File: src/tx_bd_pkg.sv
// tx descriptor common types
`default_nettype none

package tx_bd_pkg;

    // serial number also addresses both RAMs
    localparam int sn_w = 9;

    typedef logic [sn_w-1:0] sn_t;
    typedef logic [31:0]     len_t;
    typedef logic [12:0]     chunk_len_t;   // holds 4096 itself
    typedef logic [63:0]     addr_t;
    typedef logic [7:0]      acc_type_t;
    typedef logic [47:0]     ve_info_t;
    typedef logic [87:0]     hacc_t;        // accelerator entry

    // largest read command in bytes
    localparam int chunk_bytes = 4096;

    typedef enum logic [1:0] {
        idle,
        issue,
        wait_ff
    } split_state_t;

endpackage

`default_nettype wire

File: src/rd_cmd_split.sv
// read command splitter
`timescale 1ns/10ps
`default_nettype none

module rd_cmd_split (
    input  wire                       clk_sys,
    input  wire                       rst,
    input  wire                       desc_take,
    input  wire tx_bd_pkg::sn_t       cur_sn,
    input  wire tx_bd_pkg::len_t      cur_len,
    input  wire tx_bd_pkg::addr_t     cur_src,
    input  wire tx_bd_pkg::acc_type_t cur_acc_type,
    input  wire tx_bd_pkg::ve_info_t  cur_ve_info,
    input  wire                       rd_cmd_ff,
    output logic                      split_busy,
    output logic                      rd_cmd_wr,
    output logic                      rd_cmd_sod,
    output logic                      rd_cmd_eod,
    output tx_bd_pkg::sn_t            rd_cmd_sn,
    output tx_bd_pkg::chunk_len_t     rd_cmd_len,
    output tx_bd_pkg::addr_t          rd_cmd_addr,
    output tx_bd_pkg::acc_type_t      rd_cmd_acc_type,
    output tx_bd_pkg::ve_info_t       rd_cmd_ve_info
);

    tx_bd_pkg::split_state_t state;
    tx_bd_pkg::len_t         rem_len;
    tx_bd_pkg::addr_t        chunk_addr;
    tx_bd_pkg::chunk_len_t   chunk_len;
    logic                    take_d;        // latched fields valid
    logic                    first_chunk;
    logic                    last_chunk;
    logic                    emit;

    assign last_chunk = (rem_len <= tx_bd_pkg::len_t'(tx_bd_pkg::chunk_bytes));
    assign chunk_len  = last_chunk ? tx_bd_pkg::chunk_len_t'(rem_len)
                                   : tx_bd_pkg::chunk_len_t'(tx_bd_pkg::chunk_bytes);
    assign emit       = (state == tx_bd_pkg::issue) && !rd_cmd_ff;

    always_ff @(posedge clk_sys or posedge rst) begin
        if (rst) begin
            state       <= tx_bd_pkg::idle;
            take_d      <= 1'b0;
            split_busy  <= 1'b0;
            rd_cmd_wr   <= 1'b0;
            first_chunk <= 1'b0;
        end else begin
            take_d    <= desc_take;
            rd_cmd_wr <= emit;
            if (desc_take) begin
                split_busy <= 1'b1;
            end else if (rd_cmd_wr && rd_cmd_eod) begin
                split_busy <= 1'b0;
            end
            case (state)
                tx_bd_pkg::idle: begin
                    if (take_d) begin
                        state       <= tx_bd_pkg::issue;
                        first_chunk <= 1'b1;
                    end
                end
                tx_bd_pkg::issue: begin
                    if (emit) begin
                        state       <= last_chunk ? tx_bd_pkg::idle : tx_bd_pkg::wait_ff;
                        first_chunk <= 1'b0;
                    end
                end
                tx_bd_pkg::wait_ff: state <= tx_bd_pkg::issue;  // ff catches up with the write
                default:            state <= tx_bd_pkg::idle;
            endcase
        end
    end

    //--------------------------------------------------------------------------
    // chunk datapath
    //--------------------------------------------------------------------------
    always_ff @(posedge clk_sys) begin
        if ((state == tx_bd_pkg::idle) && take_d) begin
            rem_len    <= cur_len;
            chunk_addr <= cur_src;
        end else if (emit) begin
            rem_len    <= rem_len - tx_bd_pkg::len_t'(tx_bd_pkg::chunk_bytes);
            chunk_addr <= chunk_addr + tx_bd_pkg::addr_t'(tx_bd_pkg::chunk_bytes);  // bits 63:12
        end
        if (emit) begin
            rd_cmd_sod      <= first_chunk;
            rd_cmd_eod      <= last_chunk;
            rd_cmd_len      <= chunk_len;
            rd_cmd_addr     <= chunk_addr;
            rd_cmd_sn       <= cur_sn;
            rd_cmd_acc_type <= cur_acc_type;
            rd_cmd_ve_info  <= cur_ve_info;
        end
    end

endmodule

`default_nettype wire

File: config.mk
export PLATFORM = sky130hd
export DESIGN_NAME = rd_cmd_split
export DESIGN_NICKNAME = d
export VERILOG_FILES = /design/src/tx_bd_pkg.sv /design/src/rd_cmd_split.sv
export SDC_FILE = /design/constraint.sdc
export NUM_CORES = 1
export LEC_CHECK = 0
export ABC_AREA = 0
export ABC_CLOCK_PERIOD_IN_PS = 4800
export BUFFER_PORTS_ARGS = -buffer_cell sky130_fd_sc_hd__buf_2
export CORE_MARGIN = 5
export CORE_UTILIZATION = 51
export CTS_CLUSTER_DIAMETER = 150
export DETAILED_ROUTE_END_ITERATION = 12
export PLACE_DENSITY = 0.8
export SETUP_SLACK_MARGIN = 0.1
export SLEW_MARGIN = 30
export SYNTH_ARGS = -nofsm -noshare
export SYNTH_HDL_FRONTEND = slang
export SYNTH_SLANG_ARGS = --single-unit
File: constraint.sdc
create_clock -name clk_sys -period 4.8 [get_ports clk_sys]
set_input_delay 0.24 -clock clk_sys [delete_from_list [all_inputs] [get_ports clk_sys]]
set_output_delay 0.24 -clock clk_sys [all_outputs]
set_load 0.05 [all_outputs]
Word-level counts from Yosys, hierarchy flattened
Index checks and enable logic that the tools add are counted.

word-level totals
  register bits = 246
  bits of input ports = 165
  output and inout port bits = 146
  logic and storage cells = 44

operators by class
  $add $sub $neg = 2
  order comparisons = 1
  eq/ne operators = 4
  mux-type cells = 13
  reduce and logical (&&, ||, !) cells = 10

operators with widths
  operator                count
  $mux 64                 2
  $add 64x13->64 const B  1
  $mux 32                 2
  $le 32x13->1 const B    1
  $sub 32x13->32 const B  1
  $mux 2                  3
  $pmux 2 s3              1
  $reduce_bool 2->1       3
  $mux 1                  4
  $ne 2x2->1 const B      2
  $logic_and 1x1->1       3
  $reduce_and 3->1        1
  $eq 2x1->1 const B      1
  $eq 2x2->1 const B      1
  $logic_not 2->1         1
  $pmux 1 s2              1
  $reduce_and 2->1        1
  $logic_not 1->1         1

Longest topological paths before layout
Gate-level depths: netlist of run 1.

  depth in word-level cells = 4
  depth in mapped cells = 8
  gate-level depth less buffers = 7

Least setup slack after synthesis of run 1
Ideal clock, no wire load.

  path kind = register to register
  from = register state[1]
  to = register rd_cmd_acc_type[0] (enable)
  setup time = 0.497 ns
  arrival = 3.692 ns
  data required time = 4.303 ns
  setup slack = 0.611 ns
  cell stages (with the launch flop) = 3
  path buffers = 0
  period minus slack after synthesis = 4.189 ns
  path through = dfrtp_1 > or3b_2 > inv_1

on the way
  word-level cells in the longest chain between the ends = 2

ends and longest elaborated chain
  what                      RTL line            source
  start: declaration        rd_cmd_split.sv:26  tx_bd_pkg::split_state_t state;
  start signal: assignment  rd_cmd_split.sv:42  state <= tx_bd_pkg::idle;
  start signal: assignment  rd_cmd_split.sv:58  state <= tx_bd_pkg::issue;
  start signal: assignment  rd_cmd_split.sv:64  state <= last_chunk ? tx_bd_pkg::idle : tx_bd_pkg::wait_ff;
  $eq 2x1->1                rd_cmd_split.sv:38  assign emit = (state == tx_bd_pkg::issue) && !rd_cmd_ff;
  $logic_and 1x1->1         rd_cmd_split.sv:38
  net emit                  rd_cmd_split.sv:33  logic emit;
  end signal: assignment    rd_cmd_split.sv:91  rd_cmd_acc_type <= cur_acc_type;
  end: declaration          rd_cmd_split.sv:22  output tx_bd_pkg::acc_type_t rd_cmd_acc_type,

The timed path passes the listed nets, and every way through them passes these cells.
A chain may end at the register's enable or synchronous reset.

Worst setup path after layout of run 1
  from = register take_d
  to = register chunk_addr[45], data pin

on the way
  word-level cells in the longest chain between the ends = 2

ends and longest elaborated chain
  what                      RTL line            source
  start: declaration        rd_cmd_split.sv:30  logic take_d;
  start signal: assignment  rd_cmd_split.sv:48  take_d <= desc_take;
  $logic_and 1x1->1         rd_cmd_split.sv:78  if ((state == tx_bd_pkg::idle) && take_d) begin
  $mux 64                   rd_cmd_split.sv:78
  end signal: assignment    rd_cmd_split.sv:80  chunk_addr <= cur_src;
  end signal: assignment    rd_cmd_split.sv:83  chunk_addr <= chunk_addr + tx_bd_pkg::addr_t'(tx_bd_pkg::chunk_bytes);
  end: declaration          rd_cmd_split.sv:28  tx_bd_pkg::addr_t chunk_addr;

No other way between the ends.

==> results of run 1 <==
## layer usage
| metal | track usage [%] | vias up | routed length, um |
|---|---|---|---|
| met5 | 0 | - | 0 |
| met4 | 7.55 | 0 | 931 |
| met3 | 4.62 | 61 | 2220 |
| met2 | 41.5 | 355 | 14000 |
| met1 | 27.6 | 3441 | 9660 |
| li1 | - | 3392 | - |
## cells by family (layout without fill, tap and decap cells)
logic type      after synthesis  after routing  share of synthesized area, %
flops                       246            246                          74.7
buf+inv                      33            479                          1.35
simple gates                259            259                          13.7
compound gates               76             76                          4.14
other cells                   0              3                             0
mux                           1              1                         0.114
fa+ha+maj                     3              3                         0.381
xor+xnor                     64             64                          5.69
## registers in the layout, indices dropped and copies added (netlist names)
name,cells
rd_cmd_len,13
rd_cmd_acc_type,8
state,2
split_busy,1
rd_cmd_ve_info,48
rd_cmd_sod,1
first_chunk,1
rd_cmd_addr,64
chunk_addr,64
rd_cmd_wr,1
rd_cmd_sn,9
rd_cmd_eod,1
take_d,1
rem_len,32
## timing repair
| item | 4_1_cts | 5_1_grt |
|---|---|---|
| resized for setup | 0 | 0 |
| hold buffers | 112 | 0 |
| hold endpoints to repair | 118 | 0 |
## synth_stat cells (2+ instances only)
cell type  instances
clkbuf_1          19
nand4_1           16
nand2_1           96
or4_4              2
and4_1             5
nor3_2             2
a21oi_1            7
nor4_2             3
dfrtp_1            6
o21ai_0           53
or3_2              2
and2_1            15
nor3_1            10
or4_1              2
xor2_1            27
and3_1            36
xnor2_1           37
o31ai_1            2
nor4_1             6
edfxtp_1         240
buf_2              3
or3_1              3
nand3_1           20
inv_1              8
o21ai_1            5
a31oi_1            4
nor2_1            32
ha_1               3
o21ai_2            2
## final cells by class
cell class,count,area (um2)
clock inverters,11,96.3
diodes,3,7.51
clock buffers,33,656
repair buffers,427,2710
flip-flops and latches,246,7360
fillers,1196,5320
multi-input cells,403,2380
inverters,8,40.0
well taps,260,325
## power by group through the flow
| stage | sequential (mW) | clock (mW) | combinational, mW |
|---|---|---|---|
| after floorplan | 4.63 | 0 | 0.833 |
| after global placement | 3.78 | 0 | 2.26 |
| after detailed placement | 3.80 | 0 | 2.31 |
| after CTS | 3.77 | 1.83 | 2.39 |
| after global routing | 3.86 | 1.94 | 2.56 |
| final | 3.79 | 1.82 | 2.40 |
## how the worst min path moves through the flow
stage	startpoint	to	slack, ps
4_1_cts	cur_src[45]	chunk_addr[45]	2
5_1_grt	cur_src[36]	chunk_addr[36]	10
3_5_place_dp	rst	rd_cmd_wr	180
6_report	cur_src[52]	chunk_addr[52]	5
3_3_place_gp	rst	take_d	180
2_1_floorplan	rst	first_chunk	30
## through the flow
stage | power, mW | setup slack, ps | cells | cell area [um2]
floorplan | 5.47 | 611 | 682 | 9850
global placement | 6.03 | 1960 | 1232 | 11700
detailed placement | 6.11 | 1800 | 1232 | 11700
CTS | 7.99 | 1800 | 1388 | 13600
global route | 8.36 | 1510 | 1390 | 13600
finish | 8.01 | 1840 | 1391 | 13600
## critical path: stages (launching register included)
cell     delay, ps
dfrtp_1        760
nand2_1        590
inv_4          650
buf_4          460
o21ai_0        200
==> reports/qor.csv, run 1 <==
metric,value,unit
CTS sink count,246,
Ys Warns,0,
Die Area,0.0222,mm2
combinational share of power,29.9,%
layout cell share with drive strength beyond 1,32.6,%
Hold WS,5.16,ps
cells after synthesis,682,
Core ar.,0.0189,mm2
Pwr Density,590,mW/mm2
slew of the pin with the lowest slew margin,857,ps
Nets,1279,
count of antenna-violating nets left after detailed routing,0,
final hold violations,0,
internal power,4.97,mW
Setup crit start,take_d,
# rows,50,
FMAX,0.338,GHz
fin crit share,61.7,%
"FF+latch count, synth",246,
final critical-path required period,2960,ps
initial antenna violation count,2,
All-Layer GR Usage,23.0,%
WL/cell,19.3,um
Final GP Congestion,0.773,
initial core utilization,52.2,%
Skew-Pair Late Insertion Delay,530,ps
H-tree depth,1,
Sw Share,37.9,%
RSZ-0062 raised after global routing,false,
Chip Height,149,um
Vias,7249,
CP Max Fanout,68,
first-pass GRT wire length,39900,um
ys flop type,edfxtp_1,
clock transition at the registers of the reported paths,60,ps
Pleak,5.22,nW
startpoint types,register,
I/O pin total,311,
Worst Skew,14.9,ps
"commonest non-fill, non-tap cell in the layout",buf_2,
CP endpoint kind,register,
Post-synth EDFFs,240,
worst-case vdd ir drop,0.314,mV
crit path DAT,3210,ps
Worst R2R Setup Slack,1840,ps
sequential power share,47.3,%
Critical Path RT,5040,ps
Mapped Nets,850,
HPWL Detailed,17000,um
crit path to,chunk_addr[45],
clock buffers created by TritonCTS,25,
post-CTS setup buffer count,0,
Post-synth ARST share,2.44,%
Worst Hold Class,input pin to register,
"Slew Viols, Final",0,
pin count of the biggest net entering global routing,126,
cell depth of the worst flop-to-flop path,4,
relative slew slack,42.8,%
vias in the first global route,7203,
Pre-antenna DRT Iters,5,
grt ovf,0,
number of library cell types mapped by synthesis,45,
Horiz. Die Dim,149,um
Root Buffer,clkbuf_16,
Area Overhead vs Synth,37.7,%
cell taking the most area after synthesis,edfxtp_1,
clock share of power,22.8,%
Port Buffers,310,
"Seq/Total Area, Yosys",74.7,%
DRT iter0 DRCs,466,
final core utilization,71.8,%
setup TNS,0,ps
Post-Syn Area,0.00985,mm2
"top cells by area, synth","edfxtp_1, nand2_1, xnor2_1",
drt drc,0,
CTS tree,built,
number of max-cap violations,0,
Net Sw Power,3.04,mW
RR Endpoint,chunk_addr[45],
Crit Path Category,register to register,
final WL,26800,um
post-synth top area share,73.1,%
final setup vio count,0,
Clock Path Buffers,3,
Min-Delay Path Depth,3,
run status,completed,
worst r2r src,take_d,
most frequent cells in the layout,"buf_2, edfxtp_1, dlygate4sd3_1, nand2_1, o21ai_0",
Post-Syn Area per Cell,14.4,um2
Vias/cell,5.21,
No activity file was read; power rests on OpenSTA's default activity.
==> run 2: changes to the inputs <==
- ABC_AREA: 0 -> 1
- ABC_CLOCK_PERIOD_IN_PS: 4800 -> 2500
- CORE_UTILIZATION: 51 -> 47
- PLACE_DENSITY: 0.8 -> 0.77
- clock period: 4.8 -> 2.5 ns (I/O delays scaled with it)
==> run 2 against run 1 <==
Compared with the run above: sequential share of layout area fell by 5.0 points; clock skew fell by 3.2 ps; worst setup slack got worse by 1300 ps; global-route usage rose by 1.1 points; critical path type unchanged; largest cell class unchanged; largest power group unchanged.
==> reports/qor.csv, run 2 <==
metric,value,unit
run status,completed,
setup TNS,0,ps
final WL,31700,um
# rows,54,
clock buffers created by TritonCTS,27,
post-synth top area share,68.5,%
vias in the first global route,8875,
largest registers,"chunk_addr: 64 flops, rd_cmd_addr: 64 flops, rd_cmd_ve_info: 48 flops",
dpl cells,1545,
ant diodes,0,
internal power,9.83,mW
All-Layer GR Usage,24.1,%
"FF+latch count, synth",246,
CTS tree,built,
Worst Hold Class,input pin to asynchronous set/reset pin,
Crit Path Category,register to register,
pin count of the biggest net entering global routing,146,
design area,0.0149,mm2
Area Overhead vs Synth,42.1,%
cell taking the most area after synthesis,edfxtp_1,
Pleak,6.19,nW
Skew-Pair Late Insertion Delay,530,ps
cells after synthesis,965,
Ys Warns,0,
Net Sw Power,6.37,mW
Setup crit start,chunk_addr[12],
DRT iter0 DRCs,666,
count of antenna-violating nets left after detailed routing,0,
Core ar.,0.0220,mm2
drt drc,0,
Placed Area,0.0125,mm2
CTS sink count,246,
Vias,8771,
Hold WS,53.3,ps
combinational share of power,32.8,%
RSZ-0062 raised after global routing,false,
most numerous cell in the Yosys netlist,nand2_1,
relative slew slack,34.4,%
I/O pin total,311,
CP Max Fanout,4,
Post-synth EDFFs,240,
FMAX,0.499,GHz
slew of the pin with the lowest slew margin,984,ps
FILL cells,1586,
Nets,1626,
Post-Syn Area per Cell,10.9,um2
startpoint types,register,
most frequent cells in the layout,"buf_2, nand2_1, edfxtp_1, dlygate4sd3_1, nor2_1",
"top cells by area, synth","edfxtp_1, nand2_1, nor2_1",
Post-CTS Hold Buffers,164,
initial antenna violation count,0,
Vias/cell,4.99,
post-cts sizing count,0,
synth cell count leaders,"nand2_1, edfxtp_1, nor2_1",
"Seq/Total Area, Yosys",70.0,%
initial core utilization,47.9,%
number of library cell types mapped by synthesis,27,
Clock Path Buffers,3,
Post-synth ARST share,2.44,%
Mapped Nets,1133,
fin crit share,80.1,%
Final GP Congestion,0.945,
"Slew Viols, Final",0,
Horiz. Die Dim,160,um
Sw Share,39.3,%
worst r2r src,chunk_addr[12],
Port Buffers,310,
sequential power share,44.6,%
final hold violations,0,
Chip Height,160,um
final cell count without fillers,1757,
crit path to,chunk_addr[50],
ys flop type,edfxtp_1,
Post-Syn Area,0.0105,mm2
Worst Skew,11.8,ps
H-tree depth,1,
final critical-path required period,2000,ps
CP endpoint kind,register,
Pre-antenna DRT Iters,5,
cell depth of the worst flop-to-flop path,8,
Die Area,0.0255,mm2
final core utilization,68.0,%
crit path DAT,2290,ps
clock share of power,22.5,%
Worst R2R Setup Slack,500,ps
grt ovf,0,
WL/cell,18.0,um
post-CTS setup buffer count,0,
final setup vio count,0,
number of max-cap violations,0,
clock transition at the registers of the reported paths,60,ps
"commonest non-fill, non-tap cell in the layout",buf_2,
Root Buffer,clkbuf_16,
Pwr Density,1080,mW/mm2
layout cell share with drive strength beyond 1,25.3,%
Critical Path RT,2780,ps
HPWL Detailed,21100,um
first-pass GRT wire length,48600,um
RR Endpoint,chunk_addr[50],
worst-case vdd ir drop,1.30,mV
run 2: cell types whose count changed after synthesis, moves of 19 or more:
cell / delta
inv_1: +84
and3_1: -36
nand3_1: +22
xnor2_1: -26
nand2_1: +174
nor2_1: +123
o21ai_0: -19
run 2: cell type report:
| cell class | instances | area (um2) | share of cell area (%) |
|---|---|---|---|
| multi-input combinational | 608 | 2770 | 18.6 |
| sequential | 246 | 7360 | 49.2 |
| timing repair buffer | 482 | 3320 | 22.2 |
| inverter | 93 | 350 | 2.35 |
| clock buffer | 34 | 702 | 4.70 |
| tap | 280 | 350 | 2.35 |
| clock inverter | 14 | 92.6 | 0.620 |
run 2: critical path, cell delays in order, from the launching register on:
cell      delay [ps]
edfxtp_1         400
ha_1             230
nand3_1          130
nor2_1           240
nand3_1          200
nor2_1           300
nand3_1          110
nand3_1          100
nand2_1           50
run 2: metrics by stage:
stage          total power, mW  setup slack [ps]
4_1_cts                   16.2               501
3_5_place_dp              12.4               509
5_1_grt                   17.0               363
6_report                  16.2               496
3_3_place_gp              12.3               538
2_1_floorplan             10.8             -1540
run 2: cell families (layout without fill, tap and decap cells):
group,count (synthesis),in the layout,synth area share (%)
AOI/OAI and AO/OA,65,65,3.25
DFF,246,246,70.0
buffers and inverters,111,623,3.96
and+or+nand+nor,506,506,19.6
xor gates and xnor gates,34,34,2.83
adders and majority gates,3,3,0.357
run 2: routing by layer:
| layer | GRT usage, % | wire [um] |
|---|---|---|
| met5 | 0 | 0 |
| met4 | 8.28 | 1180 |
| met3 | 4.84 | 2290 |
| met2 | 42.4 | 15700 |
| met1 | 29.6 | 12500 |
run 2: how the worst min path moves through the flow:
| stage | cells after the start | slack [ps] | to | startpoint |
|---|---|---|---|---|
| 2_1_floorplan | 1 | -80 | first_chunk | rst |
| 3_3_place_gp | 2 | 40 | rd_cmd_wr | rst |
| 3_5_place_dp | 2 | 40 | state[1] | rst |
| 4_1_cts | 3 | 30 | split_busy | rst |
| 5_1_grt | 3 | 80 | rd_cmd_wr | rst |
| 6_report | 3 | 50 | state[1] | rst |
run 2: power by group through the flow:
| stage | clock, mW | sequential [mW] | combinational, mW |
|---|---|---|---|
| after global placement | 0 | 7.23 | 5.03 |
| after detailed placement | 0 | 7.27 | 5.10 |
| after CTS | 3.70 | 7.20 | 5.32 |
| after global routing | 3.89 | 7.38 | 5.74 |
| after floorplan | 0 | 8.77 | 2.01 |
| final | 3.65 | 7.23 | 5.32 |
==> run 3: changes to the inputs <==
- ABC_CLOCK_PERIOD_IN_PS: 2500 -> 1900
- CORE_UTILIZATION: 47 -> 52
- PLACE_DENSITY: 0.77 -> 0.8
- clock period: 2.5 -> 1.9 ns (I/O delays scaled with it)
==> run 3 against run 2 <==
Compared with the run above: count of clock-buffer cells in the layout decreased by 7; register-to-register slack worse by 400 ps; utilization up 9.9 points; maximum frequency grew 11%; first-iteration DRC count increased by 22%; critical path depth fell by 1; power grew 40%; critical path type unchanged; largest cell class unchanged.
==> reports/qor.csv, run 3 (synthesis results as in run 2) <==
metric,value,unit
Worst Skew,18.0,ps
relative slew slack,76.4,%
Crit Path Category,register to register,
Pre-antenna DRT Iters,5,
Placed Area,0.0128,mm2
Core ar.,0.0201,mm2
Clock Path Buffers,3,
Critical Path RT,2180,ps
final WL,34200,um
CP endpoint kind,register,
Tot Pwr,22.7,mW
Register Area,0.00736,mm2
Root Buffer,clkbuf_16,
footprint of the multi-input gates,0.00295,mm2
pin count of the biggest net entering global routing,64,
design area,0.0157,mm2
final cell count without fillers,1811,
CTS tree,built,
Pwr Density,1450,mW/mm2
CP Max Fanout,4,
All-Layer GR Usage,28.0,%
most frequent cells in the layout,"buf_2, nand2_1, edfxtp_1, dlygate4sd3_1, nor2_1",
WL/cell,18.9,um
Vias/cell,5.14,
RSZ-0062 raised after global routing,true,
I/O pin total,311,
Nets,1688,
run status,completed,
FMAX,0.554,GHz
Final GP Congestion,0.952,
slew of the pin with the lowest slew margin,353,ps
Worst Hold Class,input pin to asynchronous set/reset pin,
Area Overhead vs Synth,49.0,%
drt drc,0,
final hold violations,0,
H-tree depth,1,
clock buffers created by TritonCTS,25,
number of max-cap violations,0,
count of antenna-violating nets left after detailed routing,0,
Chip Height,152,um
first-pass GRT wire length,51400,um
# rows,52,
Skew-Pair Late Insertion Delay,540,ps
crit path DAT,2090,ps
startpoint types,register,
vias in the first global route,9462,
initial antenna violation count,2,
Port Buffers,310,
grt ovf,0,
largest registers,"chunk_addr: 64 flops, rd_cmd_addr: 64 flops, rd_cmd_ve_info: 48 flops",
final setup vio count,0,
CTS sink count,246,
dpl cells,1565,
setup TNS,0,ps
Pleak,6.57,nW
"commonest non-fill, non-tap cell in the layout",buf_2,
Horiz. Die Dim,152,um
final core utilization,78.0,%
fin crit share,95.0,%
Die Area,0.0232,mm2
initial core utilization,52.3,%
clock transition at the registers of the reported paths,70,ps
final critical-path required period,1810,ps
HPWL Detailed,21500,um
"Slew Viols, Final",0,
worst-case vdd ir drop,1.17,mV
FILL cells,1171,
Vias,9316,
DRT iter0 DRCs,810,
layout cell share with drive strength beyond 1,31.0,%
## run 3: cell count changes in the layout (fill, tap and decap cells not counted), moves of 3 or more
cell,delta
o21ai_0,-3
nor2_2,+16
clkbuf_1,-5
buf_12,+3
buf_4,+60
nor2_1,-23
diode_2,+3
o21ai_1,+3
nand2_1,-3
nand3_2,+3
nor2_4,+7
nand2_4,+3
nand3_1,-4
## run 3: timing repair
action | CTS | global route
setup endpoints to repair | 14 | 48
hold buffers | 164 | 0
endpoints found under the hold margin | 172 | 0
gates resized for setup | 4 | 49
buffers inserted | 4 | 30
pin swaps | 2 | 11
## run 3: critical path, cell delays in order (launching register included)
cell	delay, ps
edfxtp_1	490
nand2_1	110
nor2_1	170
nand2_1	180
nor3_2	330
nand3_1	120
nand3_1	100
nand2_1	50
## run 3: cell type report
type,count,share of cell area (%)
Timing Repair Buffer,546,24.5
Multi-Input combinational cell,608,18.8
Clock buffer,27,4.04
Sequential cell,246,46.9
Clock inverter,18,1.27
Inverter,93,2.24
Tap cell,270,2.16
Antenna cell,3,0.0479
## run 3: metal layers
metal | vias to the layer above | track usage [%] | wire [um]
met4 | 0 | 11.0 | 1430
met2 | 514 | 50.3 | 17800
met3 | 94 | 4.86 | 2740
met5 | - | 0 | 0
met1 | 4367 | 33.7 | 12300
li1 | 4341 | - | -
## run 3: worst paths after layout
check | from | end | slack [ps] | cells after the start
min reg2reg | chunk_addr[7] | rd_cmd_addr[7] | 420 | 0
min in group clk_sys | desc_take | take_d | 230 | 2
max in group asynchronous | rst | first_chunk | 1690 | 3
min | rst | state[0] | 20 | 3
max reg2reg | chunk_addr[26] | chunk_addr[47] | 90 | 7
max | chunk_addr[26] | chunk_addr[47] | 90 | 7
## run 3: report_power, final
group	total [mW]	internal (mW)	switching (mW)	leakage, nW
clock network	5.03	2.86	2.17	0.396
logic	8.16	2.49	5.67	3.83
registers	9.46	8.36	1.10	2.34
total	22.7	13.7	8.94	6.57
## run 3: metrics by stage
stage | setup slack (ps) | hold slack [ps]
floorplan | -2140 | -114
global placement | 105 | 7.77
detailed placement | -17.7 | 12.9
CTS | 71.1 | 7.74
global route | -4.67 | 61.0
finish | 94.9 | 22.9
